$ cat src/include/lsuBusSettings_settings.svh
/*
  Build settings for the data-side bus unit of the load/store unit.
  Word and address widths, the cache line length and the cache option
*/
`ifndef LSU_BUS_SETTINGS_SVH
`define LSU_BUS_SETTINGS_SVH

// Width of one bus data word in bits
`define XLEN 32

// Width of a physical address in bits
`define PA_BITS 32

// Words in one cache line, which may be 4, 8 or 16
`define WORDS_PER_LINE 4

// Width of the word counter, tracking the line length
`define LOG_WPL $clog2(`WORDS_PER_LINE)

// Set to 0 for a build without a data cache, so every access goes uncached
`define CACHE_ENABLED 1

`endif
$ cat src/design/lsuReqPkg.sv
/*
  Core-side types of the load/store bus unit
  Data words, physical addresses, line word indices, the bus sequencer
  states and the memory-stage request bundle
*/
`default_nettype none

`include "lsuBusSettings_settings.svh"

package lsuReqPkg;

  // One bus data word
  typedef logic [`XLEN-1:0] wordT;

  // Physical address as seen on the bus
  typedef logic [`PA_BITS-1:0] paddrT;

  // Index of a word inside a cache line
  typedef logic [`LOG_WPL-1:0] wordCountT;

  // A whole cache line, word 0 in the lowest slot
  typedef wordT [`WORDS_PER_LINE-1:0] lineT;

  // States of the bus sequencer
  typedef enum logic [2:0] {
    stateReady,
    stateFetch,
    stateWrite,
    stateUncachedWrite,
    stateUncachedWriteDone,
    stateUncachedRead,
    stateUncachedReadDone,
    stateCpuBusy
  } busStateT;

  // Memory-stage request; rwm bit 1 asks for a read and bit 0 for a write
  typedef struct packed {
    logic [1:0] rwm;
    paddrT      addr;
    wordT       wdata;
    logic       cacheable;
  } memReqT;

endpackage

`default_nettype wire

$ cat src/design/busProtoPkg.sv
/*
  Bus-side types of the load/store bus unit
  AHB-Lite transfer and burst encodings and the request bundle that the
  unit drives onto the bus. Address and data fields use the core-side
  word types of lsuReqPkg, which is compiled first
*/
`default_nettype none

package busProtoPkg;

  // HTRANS encoding; BUSY is never issued by this unit
  typedef enum logic [1:0] {
    transIdle   = 2'b00,
    transNonseq = 2'b10,
    transSeq    = 2'b11
  } htransT;

  // HBURST encoding, incrementing bursts only
  typedef enum logic [2:0] {
    burstSingle = 3'b000,
    burstIncr   = 3'b001,
    burstIncr4  = 3'b011,
    burstIncr8  = 3'b101,
    burstIncr16 = 3'b111
  } hburstT;

  // Address-phase control together with the data-phase write word.
  // Size is always a full word so it is not carried here
  typedef struct packed {
    lsuReqPkg::paddrT addr;
    logic             write;
    htransT           trans;
    hburstT           burst;
    lsuReqPkg::wordT  wdata;
  } busReqT;

endpackage

`default_nettype wire

$ cat src/design/beatAddrGen.sv
/*
  Beat address generator
  Forms the bus address of each beat from either the uncached request
  address or the line base and current word count, and packs the bus
  request with its transfer control and write data
*/
`timescale 1ns/10ps
`default_nettype none

`include "lsuBusSettings_settings.svh"

module beatAddrGen (
  input  wire lsuReqPkg::memReqT    memReq,
  input  wire lsuReqPkg::paddrT     lineBase,
  input  wire lsuReqPkg::wordCountT wordCount,
  input  wire                       selUncachedAdr,
  input  wire                       busRead,
  input  wire                       busWrite,
  input  wire busProtoPkg::htransT  transType,
  input  wire busProtoPkg::hburstT  burstType,
  input  wire lsuReqPkg::wordT      wbWord,
  output busProtoPkg::busReqT       busReq
);

  // Byte offset bits below the word index
  localparam int byteBits = $clog2(`XLEN / 8);

  lsuReqPkg::paddrT lineAddr;

  // Line base keeps its upper bits; the word count fills the word offset
  assign lineAddr = {lineBase[`PA_BITS-1:`LOG_WPL+byteBits], wordCount, {byteBits{1'b0}}};

  always_comb begin
    busReq.addr  = selUncachedAdr ? memReq.addr : lineAddr;
    busReq.write = busWrite;
    // No transfer goes out unless a read or a write is asked for
    busReq.trans = (busRead | busWrite) ? transType : busProtoPkg::transIdle;
    busReq.burst = burstType;
    // Uncached stores carry the request word, writebacks the buffered line word
    busReq.wdata = selUncachedAdr ? memReq.wdata : wbWord;
  end

endmodule

`default_nettype wire

$ cat src/design/busFsm.sv
/*
  Bus sequencer of the load/store unit
  Runs uncached single-word accesses and cache line fetches and writebacks
  as pipelined AHB-Lite transfers. Keeps an address-phase word counter and
  a data-phase counter one beat behind it, and drives the stall, commit
  and transfer control outputs
*/
`timescale 1ns/10ps
`default_nettype none

`include "lsuBusSettings_settings.svh"

module busFsm (
  input  wire                     clk,
  input  wire                     reset,
  input  wire                     ignoreRequest,
  input  wire  [1:0]              rwm,
  input  wire                     fetchLine,
  input  wire                     writeLine,
  input  wire                     busAck,
  input  wire                     cpuBusy,
  input  wire                     cacheable,
  output logic                    busStall,
  output logic                    busWrite,
  output logic                    busRead,
  output busProtoPkg::hburstT     burstType,
  output busProtoPkg::htransT     transType,
  output logic                    transComplete,
  output logic                    lineAck,
  output logic                    busCommitted,
  output logic                    selUncachedAdr,
  output lsuReqPkg::wordCountT    wordCount,
  output lsuReqPkg::wordCountT    wordCountDelayed
);

  // Index of the final word in a line
  localparam lsuReqPkg::wordCountT lastWord = lsuReqPkg::wordCountT'(`WORDS_PER_LINE - 1);

  lsuReqPkg::busStateT currState;
  lsuReqPkg::busStateT nextState;

  logic                uncachedAccess;
  logic                requestLive;
  logic                uncWriteStart;
  logic                uncReadStart;
  logic                fetchStart;
  logic                wbStart;
  logic                lineActive;
  logic                uncachedRw;
  logic                wordCountFlag;
  logic                addrActive;
  logic                cntEn;
  logic                cntReset;
  busProtoPkg::hburstT lineBurst;

  ////////////////////////////////////////////////////////////
  // Request decode
  ////////////////////////////////////////////////////////////

  // Without a cache every access goes straight to the bus
  assign uncachedAccess = (`CACHE_ENABLED == 0) | ~cacheable;
  assign requestLive    = (currState == lsuReqPkg::stateReady) & ~ignoreRequest;

  // Start conditions seen in the ready state, in priority order
  assign uncWriteStart = requestLive & uncachedAccess & rwm[0];
  assign uncReadStart  = requestLive & uncachedAccess & rwm[1] & ~rwm[0];
  assign fetchStart    = requestLive & ~(uncachedAccess & (|rwm)) & fetchLine;
  assign wbStart       = requestLive & ~(uncachedAccess & (|rwm)) & ~fetchLine & writeLine;

  assign lineActive = (currState == lsuReqPkg::stateFetch) |
                      (currState == lsuReqPkg::stateWrite);

  // An uncached beat is either starting now or waiting on its data phase
  assign uncachedRw = uncWriteStart | uncReadStart |
                      (currState == lsuReqPkg::stateUncachedWrite) |
                      (currState == lsuReqPkg::stateUncachedRead);

  ////////////////////////////////////////////////////////////
  // State register and next state
  ////////////////////////////////////////////////////////////

  always_ff @(posedge clk) begin
    if (reset) begin
      currState <= lsuReqPkg::stateReady;
    end else begin
      currState <= nextState;
    end
  end

  always_comb begin
    nextState = currState;
    case (currState)
      lsuReqPkg::stateReady: begin
        if (uncWriteStart) nextState = lsuReqPkg::stateUncachedWrite;
        else if (uncReadStart) nextState = lsuReqPkg::stateUncachedRead;
        else if (fetchStart) nextState = lsuReqPkg::stateFetch;
        else if (wbStart) nextState = lsuReqPkg::stateWrite;
      end
      lsuReqPkg::stateUncachedWrite: begin
        if (busAck) nextState = lsuReqPkg::stateUncachedWriteDone;
      end
      lsuReqPkg::stateUncachedRead: begin
        if (busAck) nextState = lsuReqPkg::stateUncachedReadDone;
      end
      // Both done states hold off the next access while the core is busy
      lsuReqPkg::stateUncachedWriteDone,
      lsuReqPkg::stateUncachedReadDone,
      lsuReqPkg::stateCpuBusy: begin
        nextState = cpuBusy ? lsuReqPkg::stateCpuBusy : lsuReqPkg::stateReady;
      end
      lsuReqPkg::stateFetch,
      lsuReqPkg::stateWrite: begin
        if (wordCountFlag & busAck) nextState = lsuReqPkg::stateReady;
      end
      default: nextState = lsuReqPkg::stateReady;
    endcase
  end

  ////////////////////////////////////////////////////////////
  // Word counters
  ////////////////////////////////////////////////////////////

  // The delayed counter names the beat in its data phase; the line is done
  // once it points at the last word
  assign wordCountFlag = (wordCountDelayed == lastWord);

  // Count each accepted address phase of a line, from the ready cycle on
  assign cntEn    = (fetchStart | wbStart | lineActive) & busAck & ~wordCountFlag;
  assign cntReset = ((currState == lsuReqPkg::stateReady) & ~(fetchStart | wbStart)) |
                    transComplete;

  always_ff @(posedge clk) begin
    if (reset || cntReset) begin
      wordCount        <= '0;
      wordCountDelayed <= '0;
    end else if (cntEn) begin
      wordCount        <= wordCount + lsuReqPkg::wordCountT'(1);
      wordCountDelayed <= wordCount;
    end
  end

  ////////////////////////////////////////////////////////////
  // Bus control outputs
  ////////////////////////////////////////////////////////////

  // Burst length follows the line size; 16 words is the longest fixed burst
  always_comb begin
    case (`WORDS_PER_LINE)
      4:       lineBurst = busProtoPkg::burstIncr4;
      8:       lineBurst = busProtoPkg::burstIncr8;
      16:      lineBurst = busProtoPkg::burstIncr16;
      default: lineBurst = busProtoPkg::burstIncr;
    endcase
  end

  assign burstType = uncachedRw ? busProtoPkg::burstSingle : lineBurst;

  // Address phases run until the last line address has been sent
  assign addrActive = uncWriteStart | uncReadStart | fetchStart | wbStart |
                      (lineActive & ~wordCountFlag);

  // First beat is NONSEQ, later line beats SEQ, IDLE once addresses are done
  assign transType = ~addrActive                   ? busProtoPkg::transIdle :
                     ((|wordCount) & ~uncachedRw)  ? busProtoPkg::transSeq  :
                                                     busProtoPkg::transNonseq;

  assign transComplete = (((currState == lsuReqPkg::stateUncachedWrite) |
                           (currState == lsuReqPkg::stateUncachedRead)) |
                          (lineActive & wordCountFlag)) & busAck;

  assign lineAck = lineActive & wordCountFlag & busAck;

  assign busWrite = uncWriteStart | wbStart |
                    (currState == lsuReqPkg::stateUncachedWrite) |
                    (currState == lsuReqPkg::stateWrite);
  assign busRead  = uncReadStart | fetchStart |
                    (currState == lsuReqPkg::stateUncachedRead) |
                    (currState == lsuReqPkg::stateFetch);

  // The core stalls from the cycle a request is seen until its data returns
  assign busStall = uncWriteStart | uncReadStart | fetchStart | wbStart | lineActive |
                    (currState == lsuReqPkg::stateUncachedWrite) |
                    (currState == lsuReqPkg::stateUncachedRead);

  assign busCommitted = (currState != lsuReqPkg::stateReady);

  // Uncached states take the request address; a cacheless build always does
  assign selUncachedAdr = ((currState == lsuReqPkg::stateReady) & (|rwm) & uncachedAccess) |
                          (currState == lsuReqPkg::stateUncachedWrite) |
                          (currState == lsuReqPkg::stateUncachedWriteDone) |
                          (currState == lsuReqPkg::stateUncachedRead) |
                          (currState == lsuReqPkg::stateUncachedReadDone) |
                          (`CACHE_ENABLED == 0);

endmodule

`default_nettype wire

$ cat src/design/lineXferBuffer.sv
/*
  Line transfer buffer
  Collects fetched words into a line, presents writeback words in step
  with the bus data phase and holds the last uncached read word
*/
`timescale 1ns/10ps
`default_nettype none

`include "lsuBusSettings_settings.svh"

module lineXferBuffer (
  input  wire                       clk,
  input  wire                       reset,
  input  wire                       hready,
  input  wire lsuReqPkg::wordT      hrdata,
  input  wire                       fillActive,
  input  wire                       uncachedRead,
  input  wire lsuReqPkg::wordCountT wordCountDelayed,
  input  wire lsuReqPkg::wordCountT wordCount,
  input  wire lsuReqPkg::lineT      wbLine,
  output lsuReqPkg::lineT           fillLine,
  output lsuReqPkg::wordT           wbWord,
  output lsuReqPkg::wordT           uncachedRdata
);

  lsuReqPkg::lineT fillRegs;
  logic            fillWrite;

  ////////////////////////////////////////////////////////////
  // Line fill
  ////////////////////////////////////////////////////////////

  // A fetch beat lands when its data phase is acknowledged
  assign fillWrite = fillActive & hready;

  // Each word goes to the slot named by the data-phase counter
  always_ff @(posedge clk) begin
    if (fillWrite) begin
      fillRegs[wordCountDelayed] <= hrdata;
    end
  end

  // The word arriving in this cycle is passed through as well, so the
  // whole line is present in the cycle that acknowledges the last beat
  always_comb begin
    fillLine = fillRegs;
    if (fillWrite) begin
      fillLine[wordCountDelayed] = hrdata;
    end
  end

  ////////////////////////////////////////////////////////////
  // Writeback word
  ////////////////////////////////////////////////////////////

  // Write data trails its address by one beat. The word for the address
  // just accepted is loaded here, so during each data phase this holds
  // the word at the delayed count. With hready low the word stays put
  always_ff @(posedge clk) begin
    if (hready) begin
      wbWord <= wbLine[wordCount];
    end
  end

  ////////////////////////////////////////////////////////////
  // Uncached read data
  ////////////////////////////////////////////////////////////

  // Taken on the acknowledging cycle, valid from the done state onward
  always_ff @(posedge clk) begin
    if (reset) begin
      uncachedRdata <= '0;
    end else if (uncachedRead && hready) begin
      uncachedRdata <= hrdata;
    end
  end

endmodule

`default_nettype wire

$ cat src/design/lsuBusTop.sv
/*
  Data-side bus unit of the load/store unit
  Joins the bus sequencer, the beat address generator and the line
  transfer buffer between the core and cache side and the AHB-Lite bus
*/
`timescale 1ns/10ps
`default_nettype none

module lsuBusTop (
  input  wire                      clk,
  input  wire                      reset,
  // Core and cache side
  input  wire lsuReqPkg::memReqT   memReq,
  input  wire                      ignoreRequest,
  input  wire                      fetchLine,
  input  wire                      writeLine,
  input  wire lsuReqPkg::paddrT    lineBase,
  input  wire lsuReqPkg::lineT     wbLine,
  input  wire                      cpuBusy,
  output logic                     busStall,
  output logic                     busCommitted,
  output logic                     lineAck,
  output lsuReqPkg::lineT          fillLine,
  output lsuReqPkg::wordT          uncachedRdata,
  // Bus side
  output busProtoPkg::busReqT      busReq,
  input  wire                      hready,
  input  wire lsuReqPkg::wordT     hrdata
);

  lsuReqPkg::wordCountT wordCount;
  lsuReqPkg::wordCountT wordCountDelayed;
  logic                 selUncachedAdr;
  logic                 busRead;
  logic                 busWrite;
  logic                 transComplete;
  busProtoPkg::htransT  transType;
  busProtoPkg::hburstT  burstType;
  lsuReqPkg::wordT      wbWord;
  logic                 fillActive;
  logic                 uncachedRead;

  // Fetch state is a committed cached read
  assign fillActive   = busRead & ~selUncachedAdr & busCommitted;
  // Uncached read data returns on the completing acknowledge
  assign uncachedRead = busRead & selUncachedAdr & transComplete;

  busFsm i_busFsm (
    .clk              (clk),
    .reset            (reset),
    .ignoreRequest    (ignoreRequest),
    .rwm              (memReq.rwm),
    .fetchLine        (fetchLine),
    .writeLine        (writeLine),
    .busAck           (hready),
    .cpuBusy          (cpuBusy),
    .cacheable        (memReq.cacheable),
    .busStall         (busStall),
    .busWrite         (busWrite),
    .busRead          (busRead),
    .burstType        (burstType),
    .transType        (transType),
    .transComplete    (transComplete),
    .lineAck          (lineAck),
    .busCommitted     (busCommitted),
    .selUncachedAdr   (selUncachedAdr),
    .wordCount        (wordCount),
    .wordCountDelayed (wordCountDelayed)
  );

  beatAddrGen i_beatAddrGen (
    .memReq         (memReq),
    .lineBase       (lineBase),
    .wordCount      (wordCount),
    .selUncachedAdr (selUncachedAdr),
    .busRead        (busRead),
    .busWrite       (busWrite),
    .transType      (transType),
    .burstType      (burstType),
    .wbWord         (wbWord),
    .busReq         (busReq)
  );

  lineXferBuffer i_lineXferBuffer (
    .clk              (clk),
    .reset            (reset),
    .hready           (hready),
    .hrdata           (hrdata),
    .fillActive       (fillActive),
    .uncachedRead     (uncachedRead),
    .wordCountDelayed (wordCountDelayed),
    .wordCount        (wordCount),
    .wbLine           (wbLine),
    .fillLine         (fillLine),
    .wbWord           (wbWord),
    .uncachedRdata    (uncachedRdata)
  );

endmodule

`default_nettype wire

$ cat config.mk
export PLATFORM = sky130hd
export DESIGN_NAME = lsuBusTop
export DESIGN_NICKNAME = d
export VERILOG_FILES = /design/src/design/lsuReqPkg.sv /design/src/design/busProtoPkg.sv /design/src/design/beatAddrGen.sv /design/src/design/busFsm.sv /design/src/design/lineXferBuffer.sv /design/src/design/lsuBusTop.sv
export VERILOG_INCLUDE_DIRS = /design/src /design/src/include
export SDC_FILE = /design/constraint.sdc
export NUM_CORES = 1
export LEC_CHECK = 0
export BUFFER_PORTS_ARGS = -buffer_cell sky130_fd_sc_hd__buf_2
export CAP_MARGIN = 25
export CELL_PAD_IN_SITES_DETAIL_PLACEMENT = 0
export CELL_PAD_IN_SITES_GLOBAL_PLACEMENT = 1
export CORE_AREA = 2 2 193 195
export CTS_BUF_LIST = sky130_fd_sc_hd__clkbuf_16
export DETAILED_ROUTE_END_ITERATION = 8
export DIE_AREA = 0 0 195 197
export HOLD_SLACK_MARGIN = 0.1
export PLACE_DENSITY_LB_ADDON = 0.1
export SKIP_LAST_GASP = 1
export SYNTH_ARGS = -nofsm -noshare
export SYNTH_HDL_FRONTEND = slang
export SYNTH_SLANG_ARGS = --single-unit
$ cat constraint.sdc
create_clock -name clk -period 2 [get_ports clk]
set_input_delay 0.3 -clock clk [delete_from_list [all_inputs] [get_ports clk]]
set_output_delay 0.3 -clock clk [all_outputs]
set_load 0.1 [all_outputs]
==> results.md, run 1 <==
* Outcome: complete, but fails checks
* Violations in the final reports: setup timing
* Leakage at 7.01 nW
* Grt ovf at 0
* VDD IR-drop max at approximately 0.0013 V
* Avg Inst Size Synth at roughly 13 µm²
* Crit. End Element: output pin
* Max_cap viols at 0
* # rows at 70
* Clock transition at path regs at ~70 ps
* Final Non-Filler Cells at 1671
* Inst Count DP at 1616
* Final Hold Viols at 0
* Crit path max-delay family: buffers and inverters
* Die Ht at just under 200 µm
* Reg power frac at roughly 22%
* Bufs on Longest Clock Path at 2
* Initial core utilization at a little under a quarter
* Sequential area share after synthesis at 51.3%
* Top cell by count, worst path: buf_12
* Final setup fails at a little under 200
* Worst-Margin Slew at approximately 540 ps
* Sw frac at a little under half
* CP max-delay cell: mux2_2
* Fill count at approximately 3400
* Max Clk Rate at roughly 400 MHz
* RePlAce Congestion at approximately 0.74
* Syn Nets at around 920
* Root buffer cell: clkbuf_16
* Synthesized area at approximately 8400 µm²
* Final setup skew at 10.3 ps
* Final worst slack at -470 ps
* Worst path required time at 1700 ps
* WHS at around 140 ps
* Die area at between 30000 and 40000 µm²
* CP Buf/Inv Count at 3
* First-pass GRT wire length at 49.8 mm
* Rel. slew slack at a little under two thirds
* I/O Pins at around 500
* NumNets Final at between 1000 and 1500
* Main synth FF type: dfxtp_1
* Initial antenna violation count at 2
* Startpoint types: flop
* Multi-input logic area at ~4200 µm²
* Async set-reset flop share out of synthesis at 0%
* Clock power share at between 10% and 20%
* Pwr Total at ~21 mW
* Final period util at 123%
* Largest net degree at the start of global routing at 40
* Cell variety after synth at between 40 and 50
* Vias at 7323
* Top-area cell type share of the netlist area at about two fifths
* TritonRoute pass-1 iters at 4
* Final Cell Area at 15900 µm²
* Syn. warnings at 0
* Reg area at 4310 µm²
* Max-slew violations at 0
* DR WL/cell at 21.8 µm
* #FFs+latches synth at 199
* Placed inst area at 13800 µm²
* Vias in the first global route at approximately 7500
* Most frequent cells in the layout: buf_2, buf_12, dfxtp_1, mux2_2, mux2_4
* Port Buffer Count at between 400 and 500
* Final core occ at between 40% and 50%
* CTS buffer count at 17
* # DRC at 0
* DP Wirelength at 27.2 mm
* CP max stage delay at 360 ps
* Chip width at 195 µm
* RSZ-0062 raised after global routing: yes
* Worst Hold Depth at 3
* Setup TNS at -77450 ps
* Sw Pwr at around 10 mW
* Hold/Removal Path Class: input pin to flop
* Clk sinks at a little under 200
* Area leader, netlist: dfxtp_1
* Clk_lat worst skew at roughly 440 ps
* CP Max Fanout at 13
* Crit-path cells: or2_4 -> o22ai_4 -> buf_12 -> buf_12 -> mux2_2 -> buf_12
* CTS tree: yes
* Vias per cell at 4.38
* Tmin final at 2470 ps
* P_int at between 10 and 15 mW
* EDFF count, synth at 32
* Register-to-Register Path Depth at 5
* DP Worst Slack at -161 ps
* Core outline area at about 36000 µm²
* Synth Instances at between 600 and 700
* Most common cell after layout, fill and taps aside: buf_2
* Cell Pwr Density at ~1300 nW/µm²
* Area Growth Syn to Fin at 90.1%
* CP Class: flop to output pin
* Total Routing Usage GR at around 18%
* Antenna-violating nets left at 0
* Iter 0 DRT Violations at around 240
* Share of cells above drive strength 1 at a little over two thirds
* CP arrival at between 2000 and 2500 ps
* Area contributors post-synth: dfxtp_1, mux2_2, edfxtp_1
* Critical Path Stages at 6
* H-tree levels at 4
* Combinational cell fraction of total power at between 60% and 70%
* Final wirelength at 36.4 mm
flip-flops by register name (all words and copies together), names as in the netlist:
signal,count
i_lineXferBuffer.fillRegs,128
i_lineXferBuffer.uncachedRdata,32
i_lineXferBuffer.wbWord,32
i_busFsm.currState,3
i_busFsm.wordCountDelayed,2
i_busFsm.wordCount,2
metal layers:
layer / share of wire [%] / routed length [µm] / track usage (%)
met4: 1.2 / 426 / 4.04
met2: 52 / 18900 / 32.1
met1: 40 / 14400 / 20.3
met5: 0 / 0 / 0
met3: 7.2 / 2640 / 5.70
kinds of logic (layout without fill, tap and decap cells):
family	count (synthesis)	after routing	share of synthesized area [%]
AOI/OAI and AO/OA	71	71	5.09
xor gates and xnor gates	1	1	0.194
adders and majority gates	1	1	0.149
buffers and inverters	51	600	3.33
DFF	199	199	51.3
muxes	220	220	33.8
other	1	3	0.0447
and+or+nand+nor	108	108	6.06
path summary, 6_finish.rpt:
kind / slack (ps) / end / from
worst min register to register: 450 / i_lineXferBuffer.uncachedRdata[3]$_SDFFE_PP0P_ / i_lineXferBuffer.uncachedRdata[3]$_SDFFE_PP0P_
worst max-delay path: -470 / busReq[1] / i_busFsm.currState[1]$_SDFFE_PP0P_
worst max register to register: 310 / i_busFsm.currState[1]$_SDFFE_PP0P_ / i_busFsm.currState[2]$_SDFFE_PP0P_
worst min-delay path: 140 / i_lineXferBuffer.uncachedRdata[17]$_SDFFE_PP0P_ / hrdata[17]
tightest hold or removal path, delay by kind of cell:
kind | cells | cell delay [ps]
buf+inv | 1 | 130
simple gates | 1 | 60
compound gates | 1 | 50
power groups by stage:
stage          logic, mW  registers (mW)  clock network (mW)
5_1_grt             13.7            4.75                3.68
6_report            13.4            4.71                3.41
3_3_place_gp        10.6            4.76                   0
2_1_floorplan       8.12            4.76                   0
4_1_cts             12.6            4.69                3.55
3_5_place_dp        10.6            4.78                   0
cell type report:
cell class,count,share of cell area [%]
Tap cell,468,3.67
Inverter,5,0.133
Timing Repair Buffer,565,39.1
Clock inverter,13,0.824
Antenna cell,2,0.0314
Multi-Input combinational cell,402,26.5
Clock buffer,17,2.67
Sequential cell,199,27.1
cell usage after synthesis (3+ instances only):
cell type	number
a21oi_1	44
mux2_2	141
nor2_1	5
nand3_1	3
mux2_1	47
buf_2	22
edfxtp_1	32
inv_1	5
nand2_1	71
dfxtp_1	167
buf_6	4
mux4_2	32
and2_1	3
buf_4	8
a211oi_1	3
o31ai_1	5
clkbuf_1	12
o21ai_0	3
nand2b_1	4
what timing repair did:
item                                    4_1_cts  5_1_grt
gates cloned                                  3        7
resized for setup                           258       88
hold buffers                                  1        0
endpoints found under the hold margin         1        0
pin swaps                                     5        4
buffers inserted                              9        6
endpoints found under the setup margin      197      199
(Power assumes the default switching activity.)
==> inputs of run 2 (changes only) <==
CORE_AREA = 3 3 194 196   (was 2 2 193 195)
DIE_AREA = 0 0 197 199   (was 0 0 195 197)
==> results.md, run 2 (synthesis gave the netlist of run 1 again) <==
* # DRC at 0 (unchanged)
* Chip width at 197 µm (+1.0%)
* Clock power share at 16.4% (+0.5 points)
* Sw Pwr at 10.0 mW (+0.50%)
* CP max-delay cell: dfxtp_4
* Combinational cell fraction of total power at 61.2% (-1.0 points)
* Vias in the first global route at 7741 (+3.9%)
* VDD IR-drop max at 0.00133 V (about the same)
* # rows at 70 (unchanged)
* Root buffer cell: clkbuf_16
* Final setup fails at 196 (unchanged)
* Port Buffer Count at 493 (unchanged)
* Most common cell after layout, fill and taps aside: buf_2
* Total Routing Usage GR at 18.4% (+0.72 points)
* Clk sinks at 199 (unchanged)
* Area Growth Syn to Fin at 89.1%
* Tmin final at 2480 ps (+13.7 ps)
* Regs by FF count: i_lineXferBuffer.fillRegs (128), i_lineXferBuffer.uncachedRdata (32), i_lineXferBuffer.wbWord (32)
* Cell Pwr Density at 1330 nW/µm² (-1.4%)
* Initial core utilization at 23.1% (unchanged)
* Max_cap viols at 0 (unchanged)
* Core outline area at 36300 µm² (unchanged)
* Vias per cell at 4.40 (+0.33%)
* NumNets Final at 1461 (+0.27%)
* Die Ht at 199 µm (+1.0%)
* Final Hold Viols at 0 (unchanged)
* CP Buf/Inv Count at 5 (+2)
* Largest net degree at the start of global routing at 40 (unchanged)
* Antenna-violating nets left at 0 (unchanged)
* Initial antenna violation count at 4 (+2)
* CP Class: flop to output pin
* RSZ-0062 raised after global routing: yes
* Clock transition at path regs at 80 ps (about the same)
* Final worst slack at -483 ps (-13.7 ps)
* CTS buffer count at 17 (unchanged)
* Sw frac at 47.7% (+1.1 points)
* Final setup skew at 17.8 ps (+7.53 ps)
* Setup TNS at -82790 ps (-5340 ps)
* Final Cell Area at 15900 µm² (-0.51%)
* Final period util at 124% (+0.69 points)
* Startpoint types: flop
* Die area at 39200 µm² (+2.1%)
* Worst-Margin Slew at 506 ps (-35.1 ps)
* Leakage at 6.96 nW (-0.81%)
* P_int at 11.0 mW (-4.0%)
* Most flops, register: i_lineXferBuffer.fillRegs
* Iter 0 DRT Violations at 215 (-8.5%)
* DR WL/cell at 22.6 µm (+3.6%)
* RePlAce Congestion at 0.751 (+2.1%)
* DP Wirelength at 27.5 mm (+0.99%)
* Worst path required time at 1700 ps (about the same)
* TritonRoute pass-1 iters at 4 (unchanged)
* Violations in the final reports: setup timing
* CTS tree: yes
* Placed inst area at 13800 µm² (+0.31%)
* WHS at 129 ps (-15.1 ps)
* Final wirelength at 37.8 mm (+3.9%)
* CP max stage delay at 370 ps (about the same)
* Outcome: complete, but fails checks
* Grt ovf at 0 (unchanged)
* Crit path max-delay family: buffers and inverters
* Bufs on Longest Clock Path at 2 (unchanged)
* Reg power frac at 22.4% (+0.5 points)
* Hold/Removal Path Class: input pin to flop
* Largest register FFs at 128 (unchanged)
* Clk_lat worst skew at 450 ps (about the same)
* Vias at 7369 (+0.63%)
* First-pass GRT wire length at 52.4 mm (+5.4%)
* Crit. End Element: output pin
* I/O Pins at 499 (unchanged)
* CP Max Fanout at 7 (-6)
* H-tree levels at 4 (unchanged)
* CP arrival at 2180 ps (about the same)
* Crit-path cells: nand2b_4 -> buf_6 -> nor4_4 -> buf_6 -> buf_12 -> clkbuf_16 -> mux2_4 -> buf_12
* Rel. slew slack at 65.4% (+1.5 points)
* Max-slew violations at 0 (unchanged)
* Fill count at 3439 (+0.76%)
* Share of cells above drive strength 1 at 70.3% (-0.27 points)
* Max Clk Rate at 403 MHz (-0.55%)
* Most frequent cells in the layout: buf_2, buf_12, dfxtp_1, mux2_2, mux2_4
## run 2: routing by layer
metal	share of wire, %	wire length, µm	GRT usage (%)	vias to the layer above
met2	50	19100	31.8	276
met3	8.3	3130	6.74	30
met4	1.8	688	5.23	4
met1	39	14900	21.6	3581
li1	-	-	-	3478
met5	0.061	23	0	-
## run 2: per-stage QoR
| stage | worst slack (ps) | std cells | total power [mW] | utilization, % |
|---|---|---|---|---|
| after detailed placement | -148 | 1615 | 15.6 | 38.2 |
| after CTS | -491 | 1673 | 21.2 | 43.5 |
| after floorplan | -407 | 652 | 12.9 | - |
| after global routing | -585 | 1676 | 21.8 | 43.8 |
| after global placement | -134 | 1615 | 15.6 | 38.2 |
| final | -483 | 1676 | 21.1 | 43.8 |
## run 2: tightest hold or removal path, delay by kind of cell
| family | cells | cell delay (ps) |
|---|---|---|
| buffers and inverters | 1 | 130 |
| and+or+nand+nor | 1 | 60 |
| AOI/OAI and AO/OA | 1 | 50 |
## run 2: final timing paths
| path | start | end | slack, ps | depth (start not counted) |
|---|---|---|---|---|
| worst min-delay path | hrdata[6] | i_lineXferBuffer.uncachedRdata[6]$_SDFFE_PP0P_ | 130 | 3 |
| worst max-delay path | i_busFsm.currState[1]$_SDFFE_PP0P_ | fillLine[30] | -480 | 8 |
| worst min register to register | i_lineXferBuffer.uncachedRdata[26]$_SDFFE_PP0P_ | i_lineXferBuffer.uncachedRdata[26]$_SDFFE_PP0P_ | 450 | 2 |
| worst max register to register | i_busFsm.currState[2]$_SDFFE_PP0P_ | i_busFsm.currState[1]$_SDFFE_PP0P_ | 310 | 5 |
## run 2: cell type report
class                      instances  area (µm²)  share of cell area (%)
multi-input combinational        402        4260                    26.9
antenna                            1        2.50                  0.0158
sequential                       199        4320                    27.2
tap                              468         586                    3.69
inverter                           5        21.3                   0.134
clock inverter                    15         145                   0.915
clock buffer                      17         425                    2.68
timing repair buffer             569        6100                    38.5
## run 2: power by group through the flow
| stage | combinational [mW] | sequential [mW] | clock [mW] |
|---|---|---|---|
| 6_report | 12.9 | 4.72 | 3.46 |
| 4_1_cts | 12.9 | 4.72 | 3.61 |
| 2_1_floorplan | 8.12 | 4.76 | 0 |
| 3_5_place_dp | 10.8 | 4.79 | 0 |
| 3_3_place_gp | 10.8 | 4.78 | 0 |
| 5_1_grt | 13.2 | 4.77 | 3.76 |
## run 2: repair_timing
action | 4_1_cts | 5_1_grt
gates resized for setup | 277 | 10
endpoints found under the hold margin | 5 | 0
setup buffers | 12 | 1
pin swaps | 9 | 6
hold buffers | 5 | 0
cloned | 9 | 3
setup endpoints to repair | 199 | 197
